### src/l2_pkg.sv
package l2_pkg;

  // Cache geometry
  localparam int WAYS       = 4;
  localparam int SETS       = 16;
  localparam int LINE_BYTES = 32;

  // Address split: tag | set | byte offset
  localparam int ADDR_W   = 32;
  localparam int OFFSET_W = $clog2(LINE_BYTES);
  localparam int SET_W    = $clog2(SETS);
  localparam int TAG_W    = ADDR_W - SET_W - OFFSET_W;

  // Data widths
  localparam int LINE_W = LINE_BYTES * 8;
  localparam int WORD_W = 32;

  // Request bus transactions
  // GETS and GETM return a word, PUTM stores a whole line
  typedef enum logic [1:0] {
    NONE = 2'd0,
    GETS = 2'd1,
    GETM = 2'd2,
    PUTM = 2'd3
  } bus_tx_t;

endpackage

### src/l2_way_select.sv
`timescale 1ns/1ps

module l2_way_select import l2_pkg::*; (
  input  logic [WAYS-1:0]   hit_vec,
  input  logic [WAYS-1:0]   valid_vec,
  input  logic [WAYS-1:0]   dirty_vec,
  input  logic [TAG_W-1:0]  tag_vec  [WAYS],
  input  logic [LINE_W-1:0] line_vec [WAYS],
  input  logic [WAYS-1:0]   victim,
  input  logic [2:0]        word_sel,
  output logic              hit,
  output logic [WORD_W-1:0] resp_word,
  output logic              victim_dirty,
  output logic [TAG_W-1:0]  wb_tag,
  output logic [LINE_W-1:0] wb_line
);

  logic [LINE_W-1:0] hit_line;

  // Hit way feeds the response, victim way feeds the writeback
  always_comb begin
    hit          = 1'b0;
    hit_line     = '0;
    victim_dirty = 1'b0;
    wb_tag       = '0;
    wb_line      = '0;
    for (int i = 0; i < WAYS; i++) begin
      if (hit_vec[i]) begin
        hit      = 1'b1;
        hit_line = line_vec[i];
      end
      if (victim[i]) begin
        victim_dirty = valid_vec[i] && dirty_vec[i];
        wb_tag       = tag_vec[i];
        wb_line      = line_vec[i];
      end
    end
  end

  // Word at the request offset, rounded down to a word
  assign resp_word = hit_line[word_sel * WORD_W +: WORD_W];

endmodule

### config.mk
export PLATFORM = sky130hd
export DESIGN_NAME = l2_way_select
export DESIGN_NICKNAME = d
export VERILOG_FILES = /design/src/l2_pkg.sv /design/src/l2_way_select.sv
export SDC_FILE = /design/constraint.sdc
export NUM_CORES = 1
export LEC_CHECK = 0
export BUFFER_PORTS_ARGS = -buffer_cell sky130_fd_sc_hd__buf_2
export CORE_AREA = 2 2 571 573
export DETAILED_ROUTE_END_ITERATION = 10
export DIE_AREA = 0 0 573 575
export PLACE_DENSITY_LB_ADDON = 0.12
export SYNTH_ARGS = -nofsm -noshare
export SYNTH_HDL_FRONTEND = slang
export SYNTH_SLANG_ARGS = --single-unit
### constraint.sdc
create_clock -name vclk -period 2.75
set_input_delay 0.55 -clock vclk [all_inputs]
set_output_delay 0.55 -clock vclk [all_outputs]
set_load 0.02 [all_outputs]
## After elaboration in Yosys (flattened, before gate mapping)

Index checks and enable logic that the tools add are counted.
Widths: inputs -> output; s select.

- Bits of input ports: 1135
- Register bits: 0
- Output and inout bits: 313
- Logic and storage cells: 25

- Mux-type cells: 20
- Shift operators: 1
- Reduce and logical (&&, ||, !) cells: 4

Operators with widths:

| cell | number |
|---|---|
| $mux 256 | 8 |
| $shiftx 256x9->32 | 1 |
| $mux 23 | 4 |
| $mux 1 | 8 |
| $logic_and 1x1->1 | 4 |

## Depth between registers and ports, before layout

- Depth after elaboration: 5
- Gate-level depth with buffers: 9

## Worst setup path before layout

No wires, ideal clock.

- Kind: input to output
- From: in victim[0]
- To: out wb_line[35]
- Path buffers: 3
- Setup slack: 0.228 ns
- Arrival time: 1.972 ns
- Stages on the path: 7
- Path through: buf_2 clkbuf_1 clkbuf_1 nand3b_1 a21oi_1 a21oi_1 o21ai_0

- Word-level cells in the longest chain between the ends: 4

Ends and longest elaborated chain:

| item | RTL line | RTL |
|---|---|---|
| start, declared | l2_way_select.sv:9 | `input logic [WAYS-1:0] victim,` |
| $mux 256 (4 in a row) | l2_way_select.sv:32 | `if (victim[i]) begin` |
| end, declared | l2_way_select.sv:15 | `output logic [LINE_W-1:0] wb_line` |

No other way between the ends.

## Worst setup path in the final report

- From: in hit_vec[0]
- To: out resp_word[22]

- Word-level cells in the longest chain between the ends: 5

Ends and longest elaborated chain:

| item | RTL line | RTL |
|---|---|---|
| start, declared | l2_way_select.sv:4 | `input logic [WAYS-1:0] hit_vec,` |
| $mux 256 (4 in a row) | l2_way_select.sv:28 | `if (hit_vec[i]) begin` |
| $shiftx 256x9->32 | l2_way_select.sv:41 | `assign resp_word = hit_line[word_sel * WORD_W +: WORD_W];` |
| end, declared | l2_way_select.sv:12 | `output logic [WORD_W-1:0] resp_word,` |

No other way between the ends.

==> flow_metrics.tcl <==
set metrics [dict create \
    antenna_found_initial 276 \
    start_util 0.0558 \
    first_global_vias 35900 \
    ir_drop_mv 0.117 \
    p_leak_nw 18.6 \
    drc_errors 0 \
    drive_gt1_frac 0.616 \
    die_h_um 575 \
    dpl_worst_slack_ns -1.73 \
    synth_cell_types 35 \
    synth_cells 3140 \
    ant_nets 0 \
    max_clock_freq_mhz 291 \
    stdcell_count 9588 \
    dieArea_um2 329000 \
    yosysWarnings 0 \
    critPathSlowestCell "a22oi_2" \
    arrival_ns 2.89 \
    worst_slew_pin_slew_ns 0.725 \
    worst_slack_ns -0.688 \
    hold_class "in2out" \
    first_pass_iters 7 \
    period_needed_ns 3.44 \
    grt_max_degree 60 \
    grt_pass1_wl_mm 417 \
    critical_path_buf_inv_count 7 \
    track_usage 0.194 \
    whs_ns 1.43 \
    hold_viol_final 0 \
    cp_top_family "buffers and inverters" \
    period_share 1.25 \
    regArea_um2 0 \
    coreArea_um2 323000 \
    setup_violations 84 \
    fin_tns_setup_ns -19.90 \
    design_area_um2 46700 \
    port_buffers 1448 \
    route.vias.total 36400 \
    syn_to_final_growth_pct 159 \
    ys_seq_area_frac 0 \
    gr-total-overflow 0 \
    worstSetupPathType "in2out" \
    postLayoutCoreUtil 0.144 \
    seq_cell_count 0 \
    wl_per_cell_um 36.2 \
    rsz0062_at_grt "yes" \
    num_rows 209 \
    maxCapViolCount 0 \
    drt_iter0_drc 2494 \
    final_max_slew_viol_count 0 \
    ios 1448 \
    n_clock_buffer 0 \
    place_congestion 0.891 \
    dieWidth_um 573 \
    crit_fanout 4 \
    layout.nets 6336 \
    synth_fp_nets 4275 \
    dpl.hpwl_mm 299 \
    layout_common_cells "buf_2, buf_4, nand2_1" \
    synth_area_um2 18100 \
    path_cells "buf_6 -> nor2b_4 -> buf_12 -> buf_16 -> buf_4 -> a221oi_2 -> buf_4 -> o32ai_2 -> buf_12 -> a22oi_2 -> nand3_2 -> buf_6" \
    violations "negative setup slack" \
    critPathCaptureType "output pin" \
    max_stage_delay_ns 0.50 \
    start_kind "input pin" \
    status "finished with violations" \
    vias_per_cell 3.79 \
    p_total_mw 10.8 \
    avgSynthCellArea_um2 5.75 \
    slew_headroom 0.516 \
    required_ns 2.20 \
    dpl_cell_area_um2 38200 \
    placedCellCount 9368 \
    detail_route.wirelength_mm 347 \
    layout_commonest_cell "buf_2" \
    p_per_area_nw_per_um2 230 \
]
## cell usage after synthesis (5+ instances only)
library cell    n  share of area
nor2b_1       131          0.045
o31ai_1        48          0.020
a21oi_1       697           0.19
buf_6           5         0.0031
mux2_1         49          0.031
buf_4           6         0.0025
o21ai_0       261          0.072
o32ai_1        53          0.026
nand2_1       587           0.12
o311ai_0       11         0.0053
clkbuf_1      283          0.059
nand3b_1      257           0.11
o22ai_1        32          0.011
a21boi_0       40          0.017
mux2_2         79          0.049
buf_1          48          0.010
o32ai_2        11         0.0099
a221oi_1      191          0.093
buf_2          65          0.018
o21ai_1        20         0.0055
a22oi_1       181          0.075
nor2_1         22         0.0046
o311ai_1        5         0.0024
a21boi_1        8         0.0033
nand3_1        36          0.010
## repair_timing
item,in CTS,in global routing
cloned,12,30
hold buffers,0,0
setup endpoints to repair,225,217
pin swaps,103,262
gates resized for setup,560,943
buffers inserted,33,135
## power breakdown
part / total, mW / switching (mW) / internal (mW) / leakage (nW)
Clock: 0.00000298 / 0 / 0.00000298 / 0.000405
Combinational: 10.8 / 6.26 / 4.50 / 18.6
Sequential: 0 / 0 / 0 / 0
Total: 10.8 / 6.26 / 4.50 / 18.6
## path summary, 6_finish.rpt
kind	slack [ns]	startpoint	endpoint	cells past startpoint
min	1.43	tag_vec[9]	wb_tag[9]	4
max	-0.69	hit_vec[0]	resp_word[22]	12
## per-layer routing
metal  track usage  share of wire
met5             0         0.0021
met4        0.0171          0.017
met3        0.0445          0.066
met1         0.250           0.44
met2         0.337           0.48
## cells by family (layout without fill, tap and decap cells)
family	count (synthesis)	count (layout)	synth area share
muxes	128	128	0.0799
and+or+nand+nor	1045	1045	0.293
AOI/OAI and AO/OA	1560	1560	0.534
buffers and inverters	407	2466	0.0925
other	0	64	0
## layout make-up
cell class,count,area [µm²]
Antenna cell,64,160
Multi-Input combinational cell,2733,21100
Fill cell,37600,277000
Tap cell,4325,5410
Timing Repair Buffer,2466,20000
No activity file was read; power rests on OpenSTA's default activity.
