$ cat config.mk
export PLATFORM = sky130hd
export DESIGN_NAME = l2_plru
export DESIGN_NICKNAME = d
export VERILOG_FILES = /design/src/l2_pkg.sv /design/src/l2_plru.sv
export SDC_FILE = /design/constraint.sdc
export NUM_CORES = 1
export LEC_CHECK = 0
export BUFFER_PORTS_ARGS = -buffer_cell sky130_fd_sc_hd__buf_2
export CORE_AREA = 2 2 109 111
export DETAILED_ROUTE_END_ITERATION = 8
export DIE_AREA = 0 0 111 113
export GPL_TIMING_DRIVEN = 0
export PLACE_DENSITY = 0.46
export SLEW_MARGIN = 20
export SYNTH_ARGS = -nofsm -noshare
export SYNTH_HDL_FRONTEND = slang
export SYNTH_SLANG_ARGS = --single-unit
$ cat constraint.sdc
create_clock -name clk -period 4.3 [get_ports clk]
set_clock_uncertainty 0.1 [all_clocks]
set_input_delay 0.215 -clock clk [delete_from_list [all_inputs] [get_ports clk]]
set_output_delay 0.215 -clock clk [all_outputs]
set_load 0.005 [all_outputs]
$ cat src/l2_pkg.sv
package l2_pkg;

  // Cache geometry
  localparam int WAYS       = 4;
  localparam int SETS       = 16;
  localparam int LINE_BYTES = 32;

  // Address split: tag | set | byte offset
  localparam int ADDR_W   = 32;
  localparam int OFFSET_W = $clog2(LINE_BYTES);
  localparam int SET_W    = $clog2(SETS);
  localparam int TAG_W    = ADDR_W - SET_W - OFFSET_W;

  // Data widths
  localparam int LINE_W = LINE_BYTES * 8;
  localparam int WORD_W = 32;

  // Request bus transactions
  // GETS and GETM return a word, PUTM stores a whole line
  typedef enum logic [1:0] {
    NONE = 2'd0,
    GETS = 2'd1,
    GETM = 2'd2,
    PUTM = 2'd3
  } bus_tx_t;

endpackage

$ cat src/l2_plru.sv
`timescale 1ns/1ps

module l2_plru import l2_pkg::*; (
  input  logic             clk,
  input  logic             rst,
  input  logic [SET_W-1:0] set,
  input  logic             update,
  input  logic [WAYS-1:0]  hit_vec,
  output logic [WAYS-1:0]  victim
);

  // Bit 0 picks the half, bit 1 ways 0-1, bit 2 ways 2-3
  logic [2:0] tree [SETS];
  logic [2:0] bits;
  logic [2:0] bits_next;

  assign bits = tree[set];

  // Follow the tree down to the victim
  always_comb begin
    victim = '0;
    if (!bits[0]) begin
      victim[{1'b0, bits[1]}] = 1'b1;
    end else begin
      victim[{1'b1, bits[2]}] = 1'b1;
    end
  end

  // Point every bit on the path away from the hit way
  always_comb begin
    bits_next = bits;
    if (hit_vec[0] || hit_vec[1]) begin
      bits_next[0] = 1'b1;
      bits_next[1] = hit_vec[0];
    end else if (hit_vec[2] || hit_vec[3]) begin
      bits_next[0] = 1'b0;
      bits_next[2] = hit_vec[2];
    end
  end

  always_ff @(posedge clk) begin
    if (rst) begin
      for (int i = 0; i < SETS; i++) begin
        tree[i] <= 3'b000;
      end
    end else if (update) begin
      tree[set] <= bits_next;
    end
  end

endmodule

After elaboration in Yosys (flattened, before gate mapping)
Memories as Yosys holds them, arrays and structs flattened.
Index checks and enable logic that the tools add are counted.
- magnitude comparators: 4
- reductions and logical operators: 5
- mux-type cells: 18
- operators by type and width (cell ; count):
    1-bit 2-to-1 mux ; 13
    4-bit 2-to-1 mux ; 2
    1-bit by 3-bit less-than comparator with 1-bit output (second input constant) ; 1
    2-bit by 3-bit less-than comparator with 1-bit output (second input constant) ; 1
    3-bit 2-to-1 mux ; 1
    3-bit OR reduction ; 1
    1-bit demux with 1-bit select ; 2
    2-bit by 1-bit >= comparator with 1-bit output (second input constant) ; 1
    1-bit logical AND ; 2
    1-bit logical OR ; 2
    1-bit >= comparator (second input constant) ; 1
- output and inout port bits: 4
- memories kept: 1
- memory bits (writable): 48
- input port bits: 11
- register bits: 0
- memories (name ; words ; bits a word ; rd ports ; clocked after Yosys merged registers in ; write ports ; RTL line ; text):
    tree ; 16 ; 3 ; 1 ; 0 ; 16 ; l2_plru.sv:13 ; logic [2:0] tree [SETS];

Longest topological paths before layout
An unclocked memory read counts as a cell.
- depth in word-level cells: 6
- mapped depth: 7
- gate-level depth less buffers: 5

Worst setup path before layout
No wires, ideal clock.
- path kind: in2reg
- start: input port set[3]
- end: memory tree[12][0], data pin
- slack: 2.549 ns
- buffers on the path: 1
- arrival: 1.383 ns
- stages: 6
- cell sequence: buf_2 > nor2b_1 > a22o_1 > a221oi_4 > a311oi_4 > nor2_1
- RTL lines (item ; RTL line ; text):
    start, declared ; l2_plru.sv:6 ; input logic [SET_W-1:0] set,
    end, declared ; l2_plru.sv:13 ;

Worst setup path after layout
- start: input port set[0]
- end: output port victim[0]
- cells in the longest elaborated chain, start to end: 6
- ends and longest elaborated chain (item ; RTL line ; text):
    memory 16 x 3 bit (*) ; -- ;
    1-bit by 3-bit less-than comparator with 1-bit output (not written as such) / 1-bit >= comparator (equally long branches) ; l2_plru.sv:23 ; victim[{1'b0, bits[1]}] = 1'b1;
    1-bit logical AND (not written as such) ; l2_plru.sv:23 ;
    1-bit 2-to-1 mux (not written as such) ; l2_plru.sv:23 ;
    1-bit demux with 1-bit select ; l2_plru.sv:23 ;
    4-bit 2-to-1 mux (*) ; l2_plru.sv:22 ; if (!bits[0]) begin
    end, declared ; l2_plru.sv:9 ; output logic [WAYS-1:0] victim
Every way passes the cells marked *; elsewhere a longest branch is shown, timed or not.

==> summary.txt <==
Top flop regs -> tree (48)
Synth warn -> 0
Total Routed Length -> 5.80 mm
Reg clk slew, reported paths -> 60 ps
Post-synth EDFFs -> 48
Cell area power density -> 349 nW/um^2
Post-Route Utilization -> 25.8%
WS Path Type -> in2out
Outcome -> completed
Max Fclk -> 480 MHz
Post-synth top area share -> 56.7%
Max cap viols -> 0
Clock Sinks -> 48
Clock Path Buffers -> 2
Number of CTS-inserted buffers -> 5
Routed WL per cell -> 15.5 microns
Buffers on Ports -> 11
Grt ovf -> 0
Leak -> 1.06 nW
Post-synthesis average cell area -> 11.9 sq um
Layout Nets -> 243
CTS tree -> done
Final GP Congestion -> 0.780
DRT iter0 DRCs -> 105
Setup Fix Bufs, Post-CTS -> 0
# resized after CTS -> 0
Largest net degree at the start of global routing -> 13
# hold bufs at CTS -> 0
Die area -> 12,500 sq um
Vias in the first global route -> 1,712
Reg with most FFs -> tree
Final setup fails -> 0
Flop2flop setup slack -> 2430 ps
Worst reg2reg startpoint -> tree[14][0]
RSZ-0062 raised after global routing -> no
Worst skew pair latency -> 280 ps
Top_reg_cell synth -> edfxtp_1
Yosys cell types -> 35
Die height -> 113 microns
Ant diodes -> 0
Hold Violations, Final -> 0
Post-DR vias/cell -> 4.33
Critical path fanouts, max -> 10
Initial antenna violation count -> 0
Cells after Synth -> 214
Worst vdd ir -> 0.120 mV
Met2 Use GR -> 14.8%
Met3 Use GR -> 2.73%
Starting Density -> 22.6%
Rel. slew slack -> 45.3%
Dominant cell type by area after synthesis -> edfxtp_1
DR pass1 iterations -> 4
Num rows -> 39
Final min period -> 2080 ps
Ports -> 15
Endpoint required time on the critical path -> 3980 ps
GR Layer Usage met1 -> 14.0%
Hold WC Path Type -> in2reg
Top-count cell post-synth -> nor2_1
Critical path launch point -> set[0]
Synth top area cells -> edfxtp_1 57%, mux2i_1 8.7%, nor2_1 8.0%
Net Count, Synth -> 225
Sequential fraction of the synthesis area -> 56.7%
Slew Viols, Final -> 0
Proportion of layout cells with a drive suffix above 1 -> 15.2%
Register bit total from synthesis -> 48
Area grow syn2layout -> 14.1%
Crit path DAT -> 1770 ps
Max FFs per register -> 48
Crit. End Element -> primary output
HP Start -> hit_vec[1]
DR DRC count -> 0
Die Wd -> 111 microns
Final setup TNS -> 0 ps
Total GRT Usage -> 10.0%
GR peak layer -> met2
Htree depth -> 2
Worst-margin pin slew -> 809 ps
Core ar. -> 11,300 sq um
CTS root buf -> clkbuf_16
Startpoint Class -> input pin
Fin crit share -> 48.5%
DR vias -> 1,614
Post-route ant nets -> 0
Post-synth top cells -> 54 x nor2_1, 48 x edfxtp_1, 22 x mux2i_1
First-pass GRT wire length -> 9.63 mm
Post-synthesis async set-or-reset flop share -> 0%
Post-Syn Area -> 2540 sq um
Dpl hpwl -> 4.37 mm
## cells by family (layout without fill, tap and decap cells)
| kind of cell | count (synthesis) | after routing | share of synthesized area (%) |
|---|---|---|---|
| AO/OA/AOI/OAI | 25 | 25 | 11.8 |
| buffers and inverters | 11 | 27 | 2.80 |
| flip-flops | 48 | 48 | 56.7 |
| multiplexers | 22 | 22 | 8.66 |
| AND/OR/NAND/NOR | 108 | 108 | 20.1 |
## cell usage in the layout (no fill, tap or decap), types with 2 or more instances in the layout
cell type and n:
clkbuf_16 5, nand2b_1 19, edfxtp_1 48, clkbuf_1 2
a221oi_2 2, nand3_1 5, nor3_1 2, nor4bb_1 2
nand2_1 15, mux2i_1 22, a211oi_2 2, nor2b_1 5
a22o_1 6, nand3b_1 2, o21ai_0 3, a211oi_1 2
buf_2 14, nor2_1 54, a221oi_4 2, buf_4 2
## critical path: stages
cell and delay [ps]:
buf_2 120, buf_2 190, nor2_1 460, a22o_1 260, a211oi_2 90, nor3_1 230, a21o_1 110, buf_2 100
## layer usage
layer / vias up / wire length [microns]
met2: 33 / 2550
met5: - / 0
met4: 0 / 99
met3: 9 / 273
li1: 809 / -
met1: 763 / 2870
## cell type report
type / instances / area (sq um)
buffer: 10 / 67.6
clock buffer: 5 / 125
fill: 1180 / 8370
inverter: 1 / 3.75
multi-input combinational: 155 / 1030
sequential: 48 / 1440
tap: 143 / 179
timing repair buffer: 11 / 55.1
## report_power, final
part           switching [W]  leakage (nW)  internal, W
clock network       0.000144        0.0616     0.000205
logic              0.0000809         0.498    0.0000473
registers         0.00000489         0.504     0.000531
## final timing paths
| path | endpoint | cells after the start |
|---|---|---|
| max | victim[0] | 8 |
| min | tree[13][0] | 3 |
| max reg2reg | tree[14][0] | 5 |
| min reg2reg | tree[2][0] | 4 |
## stage by stage
| step | total power, W | area, sq um | worst slack (ps) | hold slack, ps | instances |
|---|---|---|---|---|---|
| 2_1_floorplan | 0.000634 | 2540 | 2550 | 325 | 214 |
| 3_3_place_gp | 0.000675 | 2780 | 2010 | 557 | 368 |
| 3_5_place_dp | 0.000676 | 2780 | 2000 | 569 | 368 |
| 4_1_cts | 0.00102 | 2900 | 2210 | 279 | 373 |
| 5_1_grt | 0.00105 | 2900 | 2070 | 309 | 373 |
| 6_report | 0.00101 | 2900 | 2220 | 287 | 373 |
(Power assumes the default switching activity.)
