### config.mk
export PLATFORM = sky130hd
export DESIGN_NAME = l2_way
export DESIGN_NICKNAME = d
export VERILOG_FILES = /design/src/l2_pkg.sv /design/src/l2_way.sv
export SDC_FILE = /design/constraint.sdc
export NUM_CORES = 2
export LEC_CHECK = 0
export BUFFER_PORTS_ARGS = -buffer_cell sky130_fd_sc_hd__buf_4
export CELL_PAD_IN_SITES_DETAIL_PLACEMENT = 0
export CELL_PAD_IN_SITES_GLOBAL_PLACEMENT = 2
export CORE_UTILIZATION = 50
export CTS_CLUSTER_DIAMETER = 150
export CTS_CLUSTER_SIZE = 28
export DETAILED_ROUTE_END_ITERATION = 6
export PLACE_DENSITY = 0.76
export SETUP_SLACK_MARGIN = 0.3
export SYNTH_ARGS = -nofsm -noshare
export SYNTH_HDL_FRONTEND = slang
export SYNTH_MEMORY_MAX_BITS = 65536
export SYNTH_SLANG_ARGS = --single-unit
### constraint.sdc
create_clock -name clk -period 21.7 [get_ports clk]
set_input_delay 2.17 -clock clk [delete_from_list [all_inputs] [get_ports clk]]
set_output_delay 2.17 -clock clk [all_outputs]
set_load 0.02 [all_outputs]
### src/l2_pkg.sv
package l2_pkg;

  // Cache geometry
  localparam int WAYS       = 4;
  localparam int SETS       = 16;
  localparam int LINE_BYTES = 32;

  // Address split: tag | set | byte offset
  localparam int ADDR_W   = 32;
  localparam int OFFSET_W = $clog2(LINE_BYTES);
  localparam int SET_W    = $clog2(SETS);
  localparam int TAG_W    = ADDR_W - SET_W - OFFSET_W;

  // Data widths
  localparam int LINE_W = LINE_BYTES * 8;
  localparam int WORD_W = 32;

  // Request bus transactions
  // GETS and GETM return a word, PUTM stores a whole line
  typedef enum logic [1:0] {
    NONE = 2'd0,
    GETS = 2'd1,
    GETM = 2'd2,
    PUTM = 2'd3
  } bus_tx_t;

endpackage

### src/l2_way.sv
`timescale 1ns/1ps

module l2_way import l2_pkg::*; (
  input  logic              clk,
  input  logic              rst,
  input  logic [SET_W-1:0]  lookup_set,
  input  logic [TAG_W-1:0]  lookup_tag,
  input  logic              fill_en,
  input  logic              store_en,
  input  logic              victim,
  input  logic [LINE_W-1:0] fill_line,
  input  logic [LINE_W-1:0] store_line,
  output logic              hit,
  output logic              valid,
  output logic              dirty,
  output logic [TAG_W-1:0]  tag,
  output logic [LINE_W-1:0] line
);

  logic [TAG_W-1:0]  tag_mem  [SETS];
  logic [LINE_W-1:0] line_mem [SETS];
  logic [SETS-1:0]   valid_mem;
  logic [SETS-1:0]   dirty_mem;
  logic              do_fill;
  logic              do_store;

  // Asynchronous read of the addressed set
  assign valid = valid_mem[lookup_set];
  assign dirty = dirty_mem[lookup_set];
  assign tag   = tag_mem[lookup_set];
  assign hit   = valid && (tag == lookup_tag);

  // Fill goes to the victim way, store only to the way that hits
  assign do_fill  = fill_en && victim;
  assign do_store = store_en && hit;

  // Store data forwarded so a PUTM response carries the new word
  assign line = do_store ? store_line : line_mem[lookup_set];

  always_ff @(posedge clk) begin
    if (rst) begin
      valid_mem <= '0;
      dirty_mem <= '0;
    end else if (do_fill) begin
      valid_mem[lookup_set] <= 1'b1;
      dirty_mem[lookup_set] <= 1'b0;
    end else if (do_store) begin
      dirty_mem[lookup_set] <= 1'b1;
    end
  end

  // Line and tag storage
  always_ff @(posedge clk) begin
    if (do_fill) begin
      tag_mem[lookup_set]  <= lookup_tag;
      line_mem[lookup_set] <= fill_line;
    end else if (do_store) begin
      line_mem[lookup_set] <= store_line;
    end
  end

endmodule

# [Word level (Yosys, flattened, before mapping)]
# Memories as Yosys holds them, arrays and structs flattened.
# Cells that the tools add are included.
[totals] ff_bits=32 ram_bits=4464 inputBits=544 output_inout_bits=282 wordCells=32 mem_count=2
[memory_table] name="line_mem" depth=16 width=256 read_ports=1 rd_clocked_by_memory_dff=0 wr=1 line="l2_way.sv:21" source="logic [LINE_W-1:0] line_mem [SETS];"
[memory_table] name="tag_mem" depth=16 width=23 read_ports=1 rd_clocked_by_memory_dff=0 wr=1 line="l2_way.sv:20" source="logic [TAG_W-1:0] tag_mem [SETS];"
[classes] n_lt_le_gt_ge=2 eq_ne=1 n_mux=15 bitwise_logic=5 n_reduce_logical=5
[ops] op="$mux W256" n=2
[ops] op="$mux W16" n=2
[ops] op="$or A16 B16 Y16" n=2
[ops] op="$eq A23 B23 Y1" n=1
[ops] op="$and A16 B16 Y16" n=1
[ops] op="$not A16 Y16" n=1
[ops] op="$bmux W1 S4" n=2
[ops] op="$mux W1" n=8
[ops] op="$lt A4 B5 Y1 const B" n=1
[ops] op="$demux W1 S4" n=1
[ops] op="$ge A4 B1 Y1 const B" n=1
[ops] op="$logic_and A1 B1 Y1" n=4
[ops] op="$reduce_bool A2 Y1" n=1
[ops] op="$or A1 B1 Y1" n=1

# [Depth between registers and ports, before layout]
[depth] depth_word=8 ltp_mapped=15 mapped_depth_nobuf=8

# [Worst setup path before layout]
# OpenSTA, ideal clock, no wires.
[synth_path] path_kind="input to register" startpoint="in lookup_set[3]" endpoint="mem line_mem[10][0] (netlist name), enable pin" setup_time_ns=0.959 t_arrival_ns=17.228 required_ns=20.741 setup_slack_ns=3.513 path_stages=15 path_buffers=7 cell_sequence="buf_2 > buf_2 > buf_4 > buf_2 > mux4_2 > a22oi_1 > nand2_1 > xnor2_1 > nand4_1 > nor4_1 > nand4_2 > buf_4 > buf_4 > buf_2 > a21oi_1"
[synth_between] elab_chain_len=8 elab_cells_between_ends=10 cone_classes="1 x eq/ne; 5 x mux; 1 x bitwise; 2 x reduce/logical; 1 x memory"
[synth_lines] element="from (decl)" line="l2_way.sv:6" source="input logic [SET_W-1:0] lookup_set,"
[synth_lines] element="$mem_v2 Z16 W23"
[synth_lines] element="named net tag[12]" line="l2_way.sv:16" source="output logic [TAG_W-1:0] tag,"
[synth_lines] element="$eq A23 B23 Y1" line="l2_way.sv:31" source="assign hit = valid && (tag == lookup_tag);"
[synth_lines] element="$logic_and A1 B1 Y1" line="l2_way.sv:31"
[synth_lines] element="$logic_and A1 B1 Y1" line="l2_way.sv:35" source="assign do_store = store_en && hit;"
[synth_lines] element="$mux W1" line="l2_way.sv:57" source="end else if (do_store) begin"
[synth_lines] element="$mux W1" line="l2_way.sv:54" source="if (do_fill) begin"
[synth_lines] element="$mux W1 (implied by the code)" line="l2_way.sv:58" source="line_mem[lookup_set] <= store_line;"
[synth_lines] element="$or A1 B1 Y1 (no source line)"
[synth_lines] element="to (decl)" line="l2_way.sv:21"
# The timed path passes the listed nets, and every way through them passes these cells. The select of a mux whose other input is x is not followed.

# [Worst setup path in the final report]
[layout_path] startpoint="in lookup_set[0]" endpoint="out line[31]"
[layout_between] elab_chain_len=5 elab_cells_between_ends=8 cone_classes="1 x eq/ne; 3 x mux; 2 x reduce/logical; 2 x memory"
[layout_lines] element="$mem_v2 Z16 W23 / $bmux W1 S4 (equally long branches)"
[layout_lines] element="$eq A23 B23 Y1 / $mux W1 (equally long branches)" line="l2_way.sv:31, l2_way.sv:28"
[layout_lines] element="$logic_and A1 B1 Y1" line="l2_way.sv:31"
[layout_lines] element="$logic_and A1 B1 Y1" line="l2_way.sv:35"
[layout_lines] element="$mux W256 *" line="l2_way.sv:38" source="assign line = do_store ? store_line : line_mem[lookup_set];"
[layout_lines] element="to (decl)" line="l2_way.sv:17" source="output logic [LINE_W-1:0] line"
# Every way passes the cells marked *; elsewhere a longest branch is shown, timed or not. The select of a mux whose other input is x is not followed.

==> impl_metrics.tcl <==
set metrics [dict create \
    outcome "finished with violations" \
    violations "DRC" \
    yosysMostFrequentCell "edfxtp_1" \
    max-vdd-ir-drop_v 0.0000613 \
    grt_max_degree 145 \
    synthCells 7228 \
    insertion_delay_ns 0.92 \
    setup_slack_ns 9.71 \
    slew_headroom_pct 19.1 \
    start_kind "input pin" \
    syn-num-nets 7772 \
    tightest_slew_ns 1.21 \
    cp_data_required_time_ns 19.53 \
    tns_ns 0 \
    cts-root-buf "clkbuf_16" \
    setup_viol 0 \
    finalWeightedCongestion 0.789 \
    cap_violations 0 \
    rows 217 \
    synthTopCellsByCount "edfxtp_1, mux4_2, mux2_2" \
    grt_overflow 0 \
    synthesis.area_mm2 0.176 \
    die_height_um 595 \
    cp.arrival_ns 9.82 \
    dr.pass1.iters 7 \
    io_buffers 825 \
    wire_per_inst_um 32.6 \
    clkTransAtPathRegs_ns 0.10 \
    synth-main-ff-cell "edfxtp_1" \
    synth_top_area_share_pct 76.2 \
    coreArea_mm2 0.350 \
    layout.nets 8561 \
    grt_pass1_vias 82500 \
    area_delta_synth_final_pct 9.59 \
    cts.repair.resized 0 \
    report.final.hold_viol_count 0 \
    synth_edf_count 4464 \
    pre_cts_ws_ns 9.52 \
    async_flop_share_pct 0 \
    post-dp-hpwl_mm 226 \
    vias 79800 \
    clockBufferDepth 4 \
    synth.largest_area_cell "edfxtp_1" \
    grt_pass1_wl_mm 594 \
    wl_mm 413 \
    numCtsBuffers 182 \
    tritoncts "yes" \
    crit_path_max_fanout 105 \
    fin_hold_ws_ns 0.473 \
    synth_cell_types 66 \
    synth.area.top_cells "edfxtp_1, mux4_2, mux2_2" \
    finalCriticalPeriod_ns 11.99 \
    drive_above_1_share_pct 36.7 \
    finClkSkew_ns 0.0549 \
    drcViolationCount 5 \
    grt_antenna_before_repair 19 \
    grt_setup_unrepaired "false" \
    antenna_left 0 \
    ys_seq_elements 4496 \
    worstSetupPathType "in -> out" \
    die_x_um 595 \
    ios 826 \
    via_per_inst 6.31 \
    fmax_mhz 83.4 \
    power.density_mw_per_mm2 77.1 \
    avgSynthCellArea_um2 24.3 \
    post_cts_buffers 0 \
    track_usage_pct 23.2 \
    clkSinkCount 4496 \
    die_area_mm2 0.354 \
    slew_viol_final 0 \
    drtIter0Drc 8569 \
    min_path_type "reg -> reg" \
    cp-end-kind "output port" \
    h-tree-depth 4 \
    yosysWarnings 0 \
    p_total_mw 14.9 \
    hold_buffers 0 \
    p_leak_nw 60.0 \
    fin_crit_sh_pct 55.3 \
    yosysSeqAreaShare_pct 76.5 \
    initial_core_util_pct 50.3 \
    fillers 25700 \
]
[per-layer routing]
layer,vias up,part of all wire (%),global-route usage [%],wire length [um]
li1,32500,-,-,-
met1,44300,43,34.4,176000
met2,2697,50,38.6,206000
met3,347,5.9,2.47,24500
met4,2,1.5,3.52,6290
met5,-,0.0027,0,11
[power breakdown]
| group | total (mW) | switching, mW | internal [mW] |
|---|---|---|---|
| Combinational | 1.14 | 0.639 | 0.501 |
| Sequential | 9.66 | 0.0215 | 9.64 |
| Clock | 4.07 | 2.50 | 1.57 |
| Total | 14.9 | 3.16 | 11.7 |
[registers in the layout (all words and copies together) (netlist names), named ones only]
register / cells
tag_mem: 368
valid_mem: 16
line_mem: 4096
[logic make-up (layout without fill, tap and decap cells)]
logic type / Yosys count / count (layout) / share of synthesized area [%]
AND/OR/NAND/NOR: 217 / 217 / 0.556
multiplexers: 1955 / 1955 / 21.2
other: 0 / 13 / 0
buffers and inverters: 412 / 1224 / 1.03
flip-flops: 4496 / 4496 / 76.5
XOR/XNOR: 21 / 21 / 0.105
AO/OA/AOI/OAI: 127 / 127 / 0.591
[worst max-delay path, stage by stage]
cell     delay (ns)
buf_16         0.56
buf_4          0.69
buf_4          0.77
buf_12         0.60
mux4_2         0.59
mux2i_1        0.34
nand2_1        0.11
a31oi_1        0.34
nor4_1         0.16
nand4_4        0.21
buf_4          0.71
buf_4          0.50
buf_4          0.44
buf_4          0.65
mux2_2         0.42
buf_4          0.16
[layout make-up]
cell class	instances	area [um^2]	area share [%]
multi-input combinational	2320	39700	20.6
clock inverter	7	110	0.0571
sequential	4496	135000	69.9
inverter	13	56.3	0.0292
tap	4599	5750	2.98
antenna	13	32.5	0.0169
timing repair buffer	1004	7780	4.04
clock buffer	200	4710	2.44
[cells in the final DEF (no fill, tap or decap), types with 14 or more instances in the layout]
cell type and n:
buf_4 984, xnor2_1 16, mux2i_1 76, buf_12 17, o41ai_2 16, edfxtp_1 4464
mux2_2 330, clkbuf_16 186, nand2_1 80, a21oi_4 16, dfxtp_1 32, clkbuf_1 14
a22oi_1 27, mux4_2 1362, mux2_1 187, nor2_2 16, nor2_1 66
[metrics by stage]
step	instance area [um^2]	std cells	util, %
6_report	193000	12700	55.1
3_3_place_gp	188000	12400	53.8
3_5_place_dp	188000	12400	53.8
4_1_cts	193000	12600	55.1
2_1_floorplan	176000	7228	-
5_1_grt	193000	12600	55.1
[final timing paths]
path                                       from          endpoint  slack (ns)  cells past startpoint
worst max-delay path              lookup_set[0]          line[31]        9.71                     16
worst min-delay path                       flop              flop        0.47                      2
worst max register to register  tag_mem[13][19]  line_mem[10][61]       14.68                     13
worst min register to register             flop              flop        0.47                      2
Note: power is estimated with default switching activity, not from simulation.
