`config.mk`:
```
export PLATFORM = sky130hd
export DESIGN_NAME = l2_control
export DESIGN_NICKNAME = d
export VERILOG_FILES = /design/src/l2_pkg.sv /design/src/l2_control.sv
export SDC_FILE = /design/constraint.sdc
export NUM_CORES = 1
export LEC_CHECK = 0
export ABC_AREA = 1
export BUFFER_PORTS_ARGS = -buffer_cell sky130_fd_sc_hd__buf_2
export CORE_AREA = 3 3 252 254
export DETAILED_ROUTE_END_ITERATION = 16
export DIE_AREA = 0 0 255 257
export PLACE_DENSITY = 0.48
export SYNTH_ARGS = -nofsm -noshare
export SYNTH_HDL_FRONTEND = slang
export SYNTH_SLANG_ARGS = --single-unit
```
`constraint.sdc`:
```
create_clock -name clk -period 12.85 [get_ports clk]
set_clock_uncertainty 0.2 [all_clocks]
set_input_delay 3.2125 -clock clk [delete_from_list [all_inputs] [get_ports clk]]
set_output_delay 3.2125 -clock clk [all_outputs]
set_load 0.02 [all_outputs]
```
`src/l2_pkg.sv`:
```
package l2_pkg;

  // Cache geometry
  localparam int WAYS       = 4;
  localparam int SETS       = 16;
  localparam int LINE_BYTES = 32;

  // Address split: tag | set | byte offset
  localparam int ADDR_W   = 32;
  localparam int OFFSET_W = $clog2(LINE_BYTES);
  localparam int SET_W    = $clog2(SETS);
  localparam int TAG_W    = ADDR_W - SET_W - OFFSET_W;

  // Data widths
  localparam int LINE_W = LINE_BYTES * 8;
  localparam int WORD_W = 32;

  // Request bus transactions
  // GETS and GETM return a word, PUTM stores a whole line
  typedef enum logic [1:0] {
    NONE = 2'd0,
    GETS = 2'd1,
    GETM = 2'd2,
    PUTM = 2'd3
  } bus_tx_t;

endpackage

```
`src/l2_control.sv`:
```
`timescale 1ns/1ps

module l2_control import l2_pkg::*; (
  input  logic              clk,
  input  logic              rst,
  input  logic              req_valid,
  input  bus_tx_t           req_tx,
  input  logic [ADDR_W-1:0] req_addr,
  input  logic [LINE_W-1:0] req_line,
  input  logic              hit,
  input  logic              victim_dirty,
  input  logic [TAG_W-1:0]  wb_tag,
  input  logic              dfp_resp,
  output logic              req_busy,
  output logic              resp_valid,
  output logic [SET_W-1:0]  lookup_set,
  output logic [TAG_W-1:0]  lookup_tag,
  output logic [2:0]        word_sel,
  output logic [LINE_W-1:0] store_line,
  output logic              fill_en,
  output logic              store_en,
  output logic [ADDR_W-1:0] dfp_addr,
  output logic              dfp_read,
  output logic              dfp_write
);

  typedef enum logic [1:0] {
    IDLE,
    LOOKUP,
    WRITEBACK,
    FILL
  } state_t;

  state_t            state;
  state_t            state_next;
  bus_tx_t           tx_q;
  logic [ADDR_W-1:0] addr_q;
  logic [LINE_W-1:0] line_q;
  logic              accept;

  assign accept = (state == IDLE) && req_valid;

  // Request held for the whole transaction
  always_ff @(posedge clk) begin
    if (accept) begin
      tx_q   <= req_tx;
      addr_q <= req_addr;
      line_q <= req_line;
    end
  end

  always_ff @(posedge clk) begin
    if (rst) begin
      state <= IDLE;
    end else begin
      state <= state_next;
    end
  end

  always_comb begin
    state_next = state;
    case (state)
      IDLE: begin
        if (accept) begin
          state_next = LOOKUP;
        end
      end
      LOOKUP: begin
        if (hit) begin
          state_next = IDLE;
        end else if (victim_dirty) begin
          state_next = WRITEBACK;
        end else begin
          state_next = FILL;
        end
      end
      WRITEBACK: begin
        if (dfp_resp) begin
          state_next = FILL;
        end
      end
      FILL: begin
        // Back to lookup, which now hits
        if (dfp_resp) begin
          state_next = LOOKUP;
        end
      end
      default: state_next = IDLE;
    endcase
  end

  assign lookup_tag = addr_q[ADDR_W-1 -: TAG_W];
  assign lookup_set = addr_q[OFFSET_W +: SET_W];
  assign word_sel   = addr_q[OFFSET_W-1:2];
  assign store_line = line_q;

  assign req_busy   = (state != IDLE);
  assign resp_valid = (state == LOOKUP) && hit;
  assign store_en   = resp_valid && (tx_q == PUTM);
  assign fill_en    = (state == FILL) && dfp_resp;

  // Memory strobes follow the state directly
  assign dfp_write = (state == WRITEBACK);
  assign dfp_read  = (state == FILL);

  // Victim line address during writeback, request line otherwise
  always_comb begin
    if (state == WRITEBACK) begin
      dfp_addr = {wb_tag, lookup_set, {OFFSET_W{1'b0}}};
    end else begin
      dfp_addr = {lookup_tag, lookup_set, {OFFSET_W{1'b0}}};
    end
  end

endmodule

```
[Word-level counts from Yosys, hierarchy flattened]
Cells that the tools add are included.
Word-level totals
  RAM bits: 0
  memories: 0
  bits of input ports: 319
  logic and storage cells: 25
  bits in read-only memories: 0
  latch bits: 0
  register bits: 292
Cells by class
  multipliers: 0
  equality and inequality tests: 7
  shifts and indexed selects: 0
  add/subtract/negate cells: 0
  bitwise gates (word level): 0
  order comparisons: 0
  reductions and logical operators: 7
  divide/modulo/power cells: 0
  muxes and demuxes: 7
Operator list (count)
  32-bit two-way mux: 1
  2-bit two-way mux: 4
  2-bit one-hot mux with 4 select lines: 1
  2-bit == test (second input constant): 3
  2-bit != test (second input constant): 3
  1-bit logical AND: 4
  3-bit AND reduction: 1
  2-bit by 1-bit == test with 1-bit output (second input constant): 1
  2-bit logical NOT: 1
  2-bit nonzero test: 1
  1-bit two-way mux: 1

[Longest topological paths before layout]
Gate-level depths: netlist of run 1.
  depth in word-level cells: 4
  depth in mapped cells: 7
  gate-level depth less buffers: 7

[Worst setup path after synthesis of run 1]
OpenSTA, ideal clock, no wires.
  path type: in2reg
  start point: in req_valid
  end point: reg addr_q[10] (enable)
  library setup time: 639 ps
  data required time: 12011 ps
  arrival time: 8793 ps
  stages on the path: 2
  slack: 3218 ps
  cells stage by stage: nand2_1 -> inv_1
On the way
  word-level cells in the longest chain between the ends: 1
RTL lines
  start: declaration: RTL line l2_control.sv:6  | input logic req_valid,
  1-bit logical AND: RTL line l2_control.sv:41  | assign accept = (state == IDLE) && req_valid;
  net accept: RTL line l2_control.sv:39  | logic accept;
  end signal: assignment: RTL line l2_control.sv:47  | addr_q <= req_addr;
  end: declaration: RTL line l2_control.sv:37  | logic [ADDR_W-1:0] addr_q;
The timed path passes the listed nets, and every way through them passes these cells.
A chain may end at the register's enable or synchronous reset.

[Worst setup path after layout of run 1]
  start point: in hit
  end point: out store_en
On the way
  word-level cells in the longest chain between the ends: 2
RTL lines
  start: declaration: RTL line l2_control.sv:10  | input logic hit,
  1-bit logical AND: RTL line l2_control.sv:98  | assign resp_valid = (state == LOOKUP) && hit;
  1-bit logical AND: RTL line l2_control.sv:99  | assign store_en = resp_valid && (tx_q == PUTM);
  end: declaration: RTL line l2_control.sv:21  | output logic store_en,
Every way passes these cells.

==> summary.md, run 1 <==
| Metric | Value |
|---|---|
| Status | `completed` |
| Root buf cell | `clkbuf_16` |
| Worst Hold Depth | `4` |
| Clock-pin slew on the worst setup and hold paths | `0.06 ns` |
| Total GRT Usage | `8.960%` |
| Clock tree buffer depth | `3` |
| Peak supply drop | `0.1201 mV` |
| RSZ-0062 raised after global routing | `false` |
| Max-cap violations | `0` |
| Syn Inst Count | `414` |
| DR vias/cell | `3.310` |
| CP Data Arrival Time | `3.69 ns` |
| Pint | `2.115 mW` |
| Fmax | `140.9 MHz` |
| Yosys reg bits | `290` |
| # hold bufs at CTS | `0` |
| # IOs | `643` |
| TNS Setup | `0 ns` |
| Compound-Gate Fraction of Synth Area | `0.09226%` |
| Synthesized area | `9493 sq um` |
| Initial core utilization | `15.44%` |
| Syn Area/Cell | `22.93 sq um` |
| First-pass GRT wire length | `43470 um` |
| Post-cts sizing count | `0` |
| Clock Power Share | `30.6%` |
| Vias in the first global route | `6812` |
| DR WL/cell | `16.31 um` |
| Worst hold path type | `reg -> reg` |
| Fill count | `6478` |
| Final period utilization | `55.25%` |
| Global route total overflow | `0` |
| Initial antenna violation count | `8` |
| Fin. Hold Viols | `0` |
| PwrDens | `216.0 nW/um^2` |
| Residual DRC | `0` |
| CP Max Fanout | `3` |
| Largest family of logic cells by synthesized area | `simple AND/OR/NAND/NOR gates` |
| Final Routed Wirelength | `30960 um` |
| Die area | `65540 sq um` |
| Core area | `61480 sq um` |
| Sequential area share after synthesis | `91.52%` |
| Pin count of the biggest net entering global routing | `83` |
| Core Rows | `91` |
| Worst Setup Start Kind | `primary input` |
| Sw frac | `33.47%` |
| Psw | `1.064 mW` |
| Post-Layout Inst Area | `14710 sq um` |
| Clock Latency Late Sink | `0.52 ns` |
| Total iterations of the first detailed-routing run | `4` |
| Die height | `257 um` |
| Post-synthesis mux area share | `0%` |
| Die Wd | `255 um` |
| Drt first-iter violations | `254` |
| Post-DRT Antenna Nets | `0` |
| Post-CTS setup buffer count | `0` |
| Simple-gate area share of the yosys netlist | `5.773%` |
| Share of layout cells above drive strength 1 | `66.49%` |
| Synth Area in Adders | `0.6590%` |
| Number of buffers added on ports | `635` |
| Synth Area in XOR/XNOR | `0%` |
| Routability cong. | `0.7660` |
| Tmin final | `7.099 ns` |
| Setup violations, final | `0` |
| Crit. End Element | `primary output` |
| Yosys Warn Count | `0` |
| Total number of vias | `6283` |
| DP Wirelength | `24210 um` |
| TritonCTS clock tree | `built` |
| Worst endpoint required time | `9.44 ns` |
| Total Nets Final | `1404` |
| CTS Buf Count | `35` |
| Synth cell types | `17` |
| Placed cell area | `13580 sq um` |
| Worst Setup Path Type | `in -> out` |
| LEAKAGE | `6.214 nW` |
| R2R depth | `6` |
| Total clock sinks | `290` |
| Max Slew Vio Count | `0` |
| Htree depth | `2` |
| Worst Tran Pin Value | `0.9933 ns` |
| Flop pwr share | `43.6%` |
| Combinational share of power | `25.9%` |
| Synthesis-to-layout area growth | `55.00%` |
| Relative slew margins | `33.78%` |
==> power groups by stage <==
stage	combinational [mW]	clock, mW	sequential, mW
2_1_floorplan	0.258	0	1.71
3_3_place_gp	0.838	0	1.40
3_5_place_dp	0.845	0	1.41
4_1_cts	0.845	1.02	1.39
5_1_grt	0.886	1.05	1.41
6_report	0.822	0.973	1.38
==> state kept, by name, indices dropped and copies added, names as in the netlist <==
register and flops:
tx_q 2, addr_q 30, store_line 256, state 2
==> area by class of cell <==
| class | instances | area [sq um] | share of cell area, % |
|---|---|---|---|
| inverters | 12 | 57.56 | 0.3912 |
| flip-flops and latches | 290 | 8688 | 59.05 |
| multi-input cells | 102 | 638.1 | 4.337 |
| well taps | 790 | 988.4 | 6.718 |
| clock buffers | 41 | 919.6 | 6.250 |
| clock inverters | 23 | 211.5 | 1.437 |
| diodes | 1 | 2.502 | 0.01701 |
| repair buffers | 639 | 3208 | 21.80 |
==> worst max-delay path, stage by stage <==
cell	delay (ns)
buf_2	0.10
nand2_1	0.09
nor2_1	0.12
buf_2	0.17
==> routing by layer <==
layer	track usage, %	up-vias	wire length (um)
met3	4.316	50	3732
li1	-	2876	-
met2	16.28	394	15850
met4	3.199	6	782
met1	8.773	2957	10560
met5	0	-	41
==> Yosys cell counts, drive strengths merged <==
cell,n,area share [%]
conb,1,0.040
ha,5,0.66
nor2,7,0.28
dfxtp,2,0.42
a21oi,1,0.092
buf,14,1.4
nand2,83,5.4
inv,12,0.53
edfxtp,288,91
nand3,1,0.11
==> cells in the final DEF (no fill, tap or decap) <==
cell        synthesis  layout
nor2_1              7       7
ha_1                5       5
clkinv_8            0       1
edfxtp_1          288     288
buf_4              10       4
conb_1              1       5
clkinv_1            0       7
nand3_2             1       1
dfxtp_1             2       2
diode_2             0       1
inv_1              10       9
clkbuf_16           0      36
nand2_2            20      20
clkinvlp_4          0       3
buf_2               1     635
inv_8               0       1
inv_2               1       1
inv_6               1       4
clkinv_2            0       6
bufinv_16           0       3
a21oi_2             1       1
nand2_4            20      20
nand2_1            43      43
clkbuf_1            0       5
==> worst paths after layout <==
path | from | end | slack (ns)
worst max-delay path | hit | store_en | 5.75
worst min-delay path | state[1] | state[1] | 0.44
worst max register to register | state[0] | store_line[237] | 9.38
worst min register to register | state[1] | state[1] | 0.44
==> per-stage QoR <==
stage	cells	hold slack (ns)	total power [mW]	setup slack, ns	utilization (%)
6_report	1898	0.4372	3.179	5.751	23.93
5_1_grt	1897	0.4939	3.344	5.665	23.93
4_1_cts	1897	0.4528	3.257	5.736	23.93
3_5_place_dp	1833	0.4434	2.252	5.737	22.09
3_3_place_gp	1833	0.4125	2.240	5.754	22.09
2_1_floorplan	418	0.3708	1.969	3.218	-
==> kinds of logic after synthesis <==
group,after synthesis
flip-flops,290
AO/OA/AOI/OAI,1
AND/OR/NAND/NOR,91
adder cells (fa/ha/maj),5
buffers and inverters,26
other,1
(Power assumes the default switching activity.)
==> run 2: changes to the inputs <==
- CORE_AREA: 3 3 252 254 -> 3 3 247 249
- DIE_AREA: 0 0 255 257 -> 0 0 250 252
- PLACE_DENSITY: 0.48 -> 0.5
- clock period: 12.85 -> 6.4 ns (I/O delays scaled with it)
==> run 2 against run 1 <==
Effect of this change:
- count of clock-buffer cells in the layout grew 3
- via count grew 0.60%
- non-clock buffer count shrank 1
- die area shrank 3.9%
- core utilization grew 0.96 points
- worst hold slack lost 0.013 ns
- power grew 98%
- sequential cell count is the same
- first-iteration DRC count shrank 1.6%
- largest cell class unchanged
- highest routed layer unchanged
==> summary.md, run 2 (same netlist as run 1, synthesis figures left out) <==
| Metric | Value |
|---|---|
| Total power | `6.307 mW (was 3.179 mW)` |
| Post-cts sizing count | `0 (unchanged)` |
| R2R depth | `5 (was 6)` |
| Die Wd | `250 um (was 255 um)` |
| Placed cell count | `1815 (was 1833)` |
| Final cell count without fillers | `1877 (was 1898)` |
| Worst endpoint required time | `4.60 ns (was 9.44 ns)` |
| # hold bufs at CTS | `0 (unchanged)` |
| Worst Hold Depth | `4 (unchanged)` |
| Initial antenna violation count | `9 (was 8)` |
| Fin. Hold Viols | `0 (unchanged)` |
| TritonCTS clock tree | `built (unchanged)` |
| Worst hold margin | `0.4240 ns (was 0.4372 ns)` |
| RSZ-0062 raised after global routing | `false (unchanged)` |
| Total GRT Usage | `9.537% (was 8.960%)` |
| Synthesis-to-layout area growth | `54.48% (was 55.00%)` |
| Clock-pin slew on the worst setup and hold paths | `0.06 ns (about the same)` |
| Pin count of the biggest net entering global routing | `135 (was 83)` |
| Number of buffers added on ports | `635 (unchanged)` |
| Total clock sinks | `290 (unchanged)` |
| DR vias/cell | `3.368 (was 3.310)` |
| Fill count | `6170 (was 6478)` |
| CP Max Fanout | `24 (was 3)` |
| # IOs | `643 (unchanged)` |
| Worst setup margin | `2.250 ns (was 5.751 ns)` |
| LEAKAGE | `6.193 nW (was 6.214 nW)` |
| Worst Tran Pin Value | `1.003 ns (was 0.9933 ns)` |
| Drt first-iter violations | `250 (was 254)` |
| Share of layout cells above drive strength 1 | `66.61% (was 66.49%)` |
| Global route total overflow | `0 (unchanged)` |
| Clock tree buffer depth | `3 (unchanged)` |
| Total number of vias | `6321 (was 6283)` |
| Tmin final | `4.150 ns` |
| Die area | `63000 sq um (was 65540 sq um)` |
| Peak supply drop | `0.2694 mV (was 0.1201 mV)` |
| Commonest non-fill, non-tap cell in the layout | `buf_2 (unchanged)` |
| Final period utilization | `64.85%` |
| Routability cong. | `0.8172 (was 0.7660)` |
| Post-CTS setup buffer count | `0 (unchanged)` |
| Clock Latency Late Sink | `0.51 ns (was 0.52 ns)` |
| Final Routed Wirelength | `32200 um (was 30960 um)` |
| Crit. End Element | `primary output (unchanged)` |
| Max reg flops | `256 (unchanged)` |
| Initial core utilization | `16.11% (was 15.44%)` |
| Core Rows | `89 (was 91)` |
| Worst hold path type | `reg -> reg (unchanged)` |
| Pre-CTS WS | `2.457 ns (was 5.737 ns)` |
| Total iterations of the first detailed-routing run | `4 (unchanged)` |
| Setup violations, final | `0 (unchanged)` |
| Relative slew margins | `33.00% (was 33.78%)` |
| CP Data Arrival Time | `2.35 ns (was 3.69 ns)` |
| Most frequent cells in the layout | `buf_2, edfxtp_1, nand2_1 (unchanged)` |
| Worst Setup Path Type | `reg -> out (was in -> out)` |
| First-pass GRT wire length | `44000 um (was 43470 um)` |
| Die height | `252 um (was 257 um)` |
| Max-cap violations | `0 (unchanged)` |
| PwrDens | `430.1 nW/um^2 (was 216.0 nW/um^2)` |
| Total Nets Final | `1402 (was 1404)` |
| Worst Setup Start Kind | `flip-flop (was primary input)` |
| Residual DRC | `0 (unchanged)` |
| Max Slew Vio Count | `0 (unchanged)` |
| Vias in the first global route | `6661 (was 6812)` |
| Htree depth | `2 (unchanged)` |
| Status | `completed (unchanged)` |
| Fmax | `241.0 MHz` |
| DP Wirelength | `25900 um (was 24210 um)` |
| Post-DRT Antenna Nets | `0 (unchanged)` |
| Core area | `58910 sq um (was 61480 sq um)` |
| Root buf cell | `clkbuf_16 (unchanged)` |
| CTS Buf Count | `34 (was 35)` |
| DR WL/cell | `17.15 um (was 16.31 um)` |
## run 2: cell types whose count changed in the layout (fill, tap and decap cells not counted), moves of 2 or more
cell	change
buf_12	+2
clkbuf_8	+2
buf_4	-3
clkbuf_1	+2
clkinv_1	-4
## run 2: critical path, cell delays in order, from the launching register on
cell     delay, ns
dfxtp_1       0.33
inv_1         0.12
ha_1          0.65
inv_6         0.32
nand2_4       0.16
nand2_2       0.04
buf_2         0.16
## run 2: power breakdown
group	leakage [nW]	total [mW]	switching [mW]	internal [mW]
sequential	2.74	2.77	0.128	2.65
combinational	2.92	1.68	1.22	0.457
clock	0.528	1.86	0.750	1.11
## run 2: layout make-up
| class | instances | area [sq um] | area share [%] |
|---|---|---|---|
| antenna | 2 | 5.005 | 0.03413 |
| clock buffer | 44 | 929.6 | 6.340 |
| clock inverter | 16 | 140.1 | 0.9556 |
| inverter | 12 | 53.80 | 0.3669 |
| multi-input combinational | 102 | 654.4 | 4.462 |
| sequential | 290 | 8688 | 59.25 |
| tap | 773 | 967.2 | 6.596 |
| timing repair buffer | 638 | 3226 | 22.00 |
## run 2: metrics by stage
step	TNS, ns	util, %	cell area (sq um)
floorplan	-40.56	-	9528
CTS	0	24.88	14660
global placement	0	23.07	13590
detailed placement	0	23.07	13590
global route	0	24.88	14660
finish	0	24.89	14660
## run 2: final timing paths
path                               start  slack [ns]        endpoint
worst max register to register  state[0]        3.35  store_line[73]
worst min-delay path            state[1]        0.42        state[1]
worst min register to register  state[1]        0.42        state[1]
worst max-delay path            state[0]        2.25    dfp_addr[26]
## run 2: routing by layer
layer / global-route usage (%) / vias to the layer above / wire length [um]
met4: 3.297 / 10 / 879
li1: - / 2877 / -
met1: 9.591 / 2980 / 10800
met5: 0 / - / 57
met2: 16.54 / 395 / 16120
met3: 5.494 / 59 / 4336
